--- config.mk ---
export PLATFORM = sky130hd
export DESIGN_NAME = mutative_cfg_apb
export DESIGN_NICKNAME = d
export VERILOG_FILES = /design/src/mutative_pkg.sv /design/src/mutative_cfg_apb.sv
export SDC_FILE = /design/constraint.sdc
export NUM_CORES = 1
export LEC_CHECK = 0
export BUFFER_PORTS_ARGS = -buffer_cell sky130_fd_sc_hd__buf_2
export CORE_AREA = 2 2 111 86
export DETAILED_ROUTE_END_ITERATION = 6
export DIE_AREA = 0 0 113 88
export PLACE_DENSITY = 0.66
export SYNTH_ARGS = -nofsm -noshare
export SYNTH_HDL_FRONTEND = slang
export SYNTH_SLANG_ARGS = --single-unit
--- constraint.sdc ---
create_clock -name clk -period 3.7 [get_ports clk]
set_input_delay 0.37 -clock clk [delete_from_list [all_inputs] [get_ports clk]]
set_output_delay 0.37 -clock clk [all_outputs]
set_load 0.02 [all_outputs]
--- src/mutative_pkg.sv ---
`default_nettype none

package mutative_pkg;

    localparam int WAYS         = 4;    // physical ways
    localparam int SETS         = 8;    // sets per way
    localparam int LINE_BITS    = 128;
    localparam int OFFSET_BITS  = 4;    // byte offset in line
    localparam int SET_BITS     = 3;
    localparam int TAG_BITS     = 32 - OFFSET_BITS - SET_BITS;
    localparam int WAY_IDX_BITS = 2;

    // code 3 is handled as 4-way wherever setup is decoded
    typedef enum logic [1:0] {
        SETUP_DM   = 2'd0,
        SETUP_2WAY = 2'd1,
        SETUP_4WAY = 2'd2
    } setup_t;

    typedef enum logic [2:0] {
        ST_IDLE      = 3'd0,
        ST_COMPARE   = 3'd1,
        ST_WRITEBACK = 3'd2,
        ST_ALLOCATE  = 3'd3,
        ST_FLUSH     = 3'd4,
        ST_FLUSH_WB  = 3'd5
    } cache_state_t;

    // apb register map
    localparam logic [3:0] REG_SETUP  = 4'h0;
    localparam logic [3:0] REG_HITS   = 4'h4;
    localparam logic [3:0] REG_MISSES = 4'h8;

endpackage

`default_nettype wire

--- src/mutative_cfg_apb.sv ---
`default_nettype none

module mutative_cfg_apb (
    input  wire                         clk,
    input  wire                         rst,
    input  wire  [3:0]                  paddr,
    input  wire                         psel,
    input  wire                         penable,
    input  wire                         pwrite,
    input  wire  [31:0]                 pwdata,
    output logic [31:0]                 prdata,
    output logic                        pready,
    output mutative_pkg::setup_t        setup,
    output logic                        flush_req,
    input  wire                         flush_done,
    input  wire                         hit_pulse,
    input  wire                         miss_pulse
);
    import mutative_pkg::*;

    logic        acc_wr;        // write access phase
    setup_t      new_setup;
    logic [31:0] hits;
    logic [31:0] misses;

    assign acc_wr    = psel & penable & pwrite;
    assign new_setup = setup_t'(pwdata[1:0]);

    // a changed setup stalls the transfer until the cache is flushed
    assign flush_req = acc_wr && paddr == REG_SETUP && new_setup != setup;
    assign pready    = !flush_req || flush_done;

    always_ff @(posedge clk) begin
        if (rst) begin
            setup  <= SETUP_4WAY;
            hits   <= '0;
            misses <= '0;
        end else begin
            if (flush_req && flush_done) setup <= new_setup;
            if (acc_wr && paddr == REG_HITS) begin
                hits <= '0;
            end else if (hit_pulse && hits != '1) begin
                hits <= hits + 32'd1;                   // saturates
            end
            if (acc_wr && paddr == REG_MISSES) begin
                misses <= '0;
            end else if (miss_pulse && misses != '1) begin
                misses <= misses + 32'd1;
            end
        end
    end

    always_comb begin
        case (paddr)
            REG_SETUP:  prdata = {30'd0, setup};
            REG_HITS:   prdata = hits;
            REG_MISSES: prdata = misses;
            default:    prdata = '0;
        endcase
    end

endmodule

`default_nettype wire

==> results.sh <==
export IMPL_status="complete, but fails checks"
export IMPL_violations="DRC"
export IMPL_dr_pass1_iters=7
export IMPL_syn_avg_cell_area_um2=8.27
export IMPL_synth_edf_count=0
export IMPL_vias_per_cell=6.33
export IMPL_grt_max_degree=33
export IMPL_synth_nets=516
export IMPL_fmax_mhz=370
export IMPL_top_level_ports=80
export IMPL_p_leak_nw=1.55
export IMPL_cp_end_kind="register"
export IMPL_drt_iter0_markers=312
export IMPL_power_density_nw_per_um2=348
export IMPL_cts_hold_buf=0
export IMPL_setup_tns_ns=0
export IMPL_fill_cells=866
export IMPL_slew_violations=0
export IMPL_grt_use_total=0.230
export IMPL_syn_inst=470
export IMPL_hold_path_class="in2reg"
export IMPL_drtAntennaViolNets=0
export IMPL_maxCapViolations=0
export IMPL_start_util=0.439
export IMPL_place_ws_ns=1.06
export IMPL_peakVddDrop_uv=240
export IMPL_grt_antenna_before_repair=0
export IMPL_wl_per_cell_um=17.6
export IMPL_synth_seq_cells=66
export IMPL_cts_resized=0
export IMPL_n_antenna_cell=0
export IMPL_arrival_ns=2.89
export IMPL_rows=30
export IMPL_fin_crit_sh=0.730
export IMPL_drive_above_1_share=0.187
export IMPL_slew_headroom=0.343
export IMPL_dpl_hpwl_mm=7.97
export IMPL_grt_pass1_vias=3716
export IMPL_grt_pass1_wl_mm=18.4
export IMPL_grt_overflow_total=0
export IMPL_coreArea_um2=8860
export IMPL_worstSetupPathType="reg2reg"
export IMPL_r2r_slack_ns=1.00
export IMPL_clock_latency_ns=0.33
export IMPL_ys_flop_type="dfxtp_1"
export IMPL_die_h_um=88
export IMPL_rsz0062_at_grt="false"
export IMPL_routabilityCongestion=0.885
export IMPL_worst_slew_pin_slew_ns=0.977
export IMPL_seq_area_um2=1320
export IMPL_critPathLaunchType="register"
export IMPL_yosysWarnings=0
export IMPL_cts_sink_count=66
export IMPL_post_route_min_period_ns=2.70
export IMPL_cts_htree_levels=3
export IMPL_cts_tree="yes"
export IMPL_clock_root_buffer="clkbuf_16"
export IMPL_area_growth_syn_to_layout_pct=15.5
export IMPL_fp_dieW_um=113
export IMPL_cp_required_ns=3.89
export IMPL_die_area_um2=9940
export IMPL_finalSetupViolCount=0
export IMPL_post_cts_setup_buffers=0
export IMPL_fin_skew_ns=0.00500
export IMPL_setup_slack_ns=1.00
export IMPL_dp_cells=613
export IMPL_numCtsBuffers=9
export IMPL_seq_area_frac_synth=0.340
export IMPL_yosysUniqueCellTypes=54
export IMPL_fin_cells=626
export IMPL_io_buffers=49
export IMPL_synthArstFlopShare=0
export IMPL_synthesis_area_um2=3880
export IMPL_nNetsFinal=558
export IMPL_hold_violations=0
export IMPL_multi_input_area_um2=2440
export IMPL_worstPathMaxFanout=16
export IMPL_clock_path_buffers=2
export IMPL_cts_clk_slew_worst_paths_ns=0.05
export IMPL_route_detailed_drc=4
export IMPL_hold_slack_ns=0.288
export IMPL_wirelength_mm=11.0
export IMPL_vias=3961
-- flip-flops by register name (all words and copies together), names as in the netlist --
| signal | cells |
|---|---|
| hits | 32 |
| misses | 32 |
| setup | 2 |
-- worst paths after layout --
check	from	endpoint	cells after the start
worst max-delay path	misses[11]	misses[3]	5
worst min-delay path	rst	setup[0]	2
worst max register to register	misses[11]	misses[3]	5
worst min register to register	misses[31]	misses[31]	2
-- layer usage --
layer	track usage	wire [um]	vias up	share of wire
met5	0	0	-	0
met4	0.0576	119	0	0.011
met3	0.0581	720	14	0.065
met2	0.376	4950	149	0.45
met1	0.307	5220	1886	0.47
li1	-	-	1912	-
-- power breakdown --
part           switching, mW  internal, mW
Combinational         0.0458        0.0210
Sequential           0.00598         0.716
Clock                  0.295         0.479
-- cell families (layout without fill, tap and decap cells) --
family,after synthesis,count (layout),synth area share
AOI/OAI and AO/OA,141,141,0.259
xor gates and xnor gates,15,15,0.0338
adders and majority gates,2,2,0.00644
buffers and inverters,33,77,0.0357
DFF,66,66,0.340
muxes,4,4,0.0103
and+or+nand+nor,209,209,0.315
-- layout by cell type (no fill, tap or decap), drive strengths merged, types with 15 or more instances in the layout --
cell / netlist / final
dfxtp: 66 / 66
a22o: 30 / 30
nand2: 32 / 32
or4: 18 / 18
o31ai: 17 / 17
buf: 7 / 56
nand4: 24 / 24
nor2: 30 / 30
nand3: 25 / 25
xnor2: 15 / 15
or3: 23 / 23
o21ai: 25 / 25
a21oi: 45 / 45
-- final cells by class --
type | count | area share
well taps | 112 | 0.0312
clock buffers | 13 | 0.0580
flip-flops and latches | 66 | 0.294
repair buffers | 56 | 0.0664
multi-input cells | 371 | 0.543
inverters | 8 | 0.00669
-- cells in the mapped netlist, types with 2 or more instances --
cell      number  area (um2)
nor3_1         9        45.0
nand3b_1       2        15.0
and3_1        12        75.1
a311oi_1       2        17.5
ha_1           2        25.0
o21ai_2        6        52.6
nand2_1       31         116
and2_1         4        25.0
nor2_1        30         113
inv_1          8        30.0
or4_1         18         135
clkbuf_1      18        67.6
or3_1         23         144
buf_1          2        7.51
o21ai_0       18        90.1
nor4_1         8        50.1
nand2b_1       2        12.5
o31ai_1       15         113
a31oi_1        5        31.3
a41o_1         3        30.0
a21oi_1       37         185
nor4b_1        3        26.3
a211oi_1       3        22.5
a22o_1        30         263
mux2i_1        4        40.0
nand3_1       25         125
or2_2          2        12.5
nor4_2         2        25.0
a21oi_2        8        70.1
a31o_2         2        17.5
a21o_1         2        15.0
buf_2          3        15.0
nand4_1       22         138
and4_1        10        87.6
dfxtp_1       66        1320
xnor2_1       15         131
-- critical path, cell delays in order, from the launching register on --
cell and delay [ns]:
dfxtp_1 0.47, nand4_1 0.27, or4_1 0.73, o31ai_4 0.78, or3_1 0.23, a21oi_2 0.05
-- through the flow --
stage	total power, mW	utilization	area, um2
after floorplan	0.775	-	3880
after global placement	0.800	0.477	4230
after detailed placement	0.803	0.477	4230
after CTS	1.57	0.506	4490
after global routing	1.61	0.506	4490
final	1.56	0.506	4490
No activity file was read; power rests on OpenSTA's default activity.
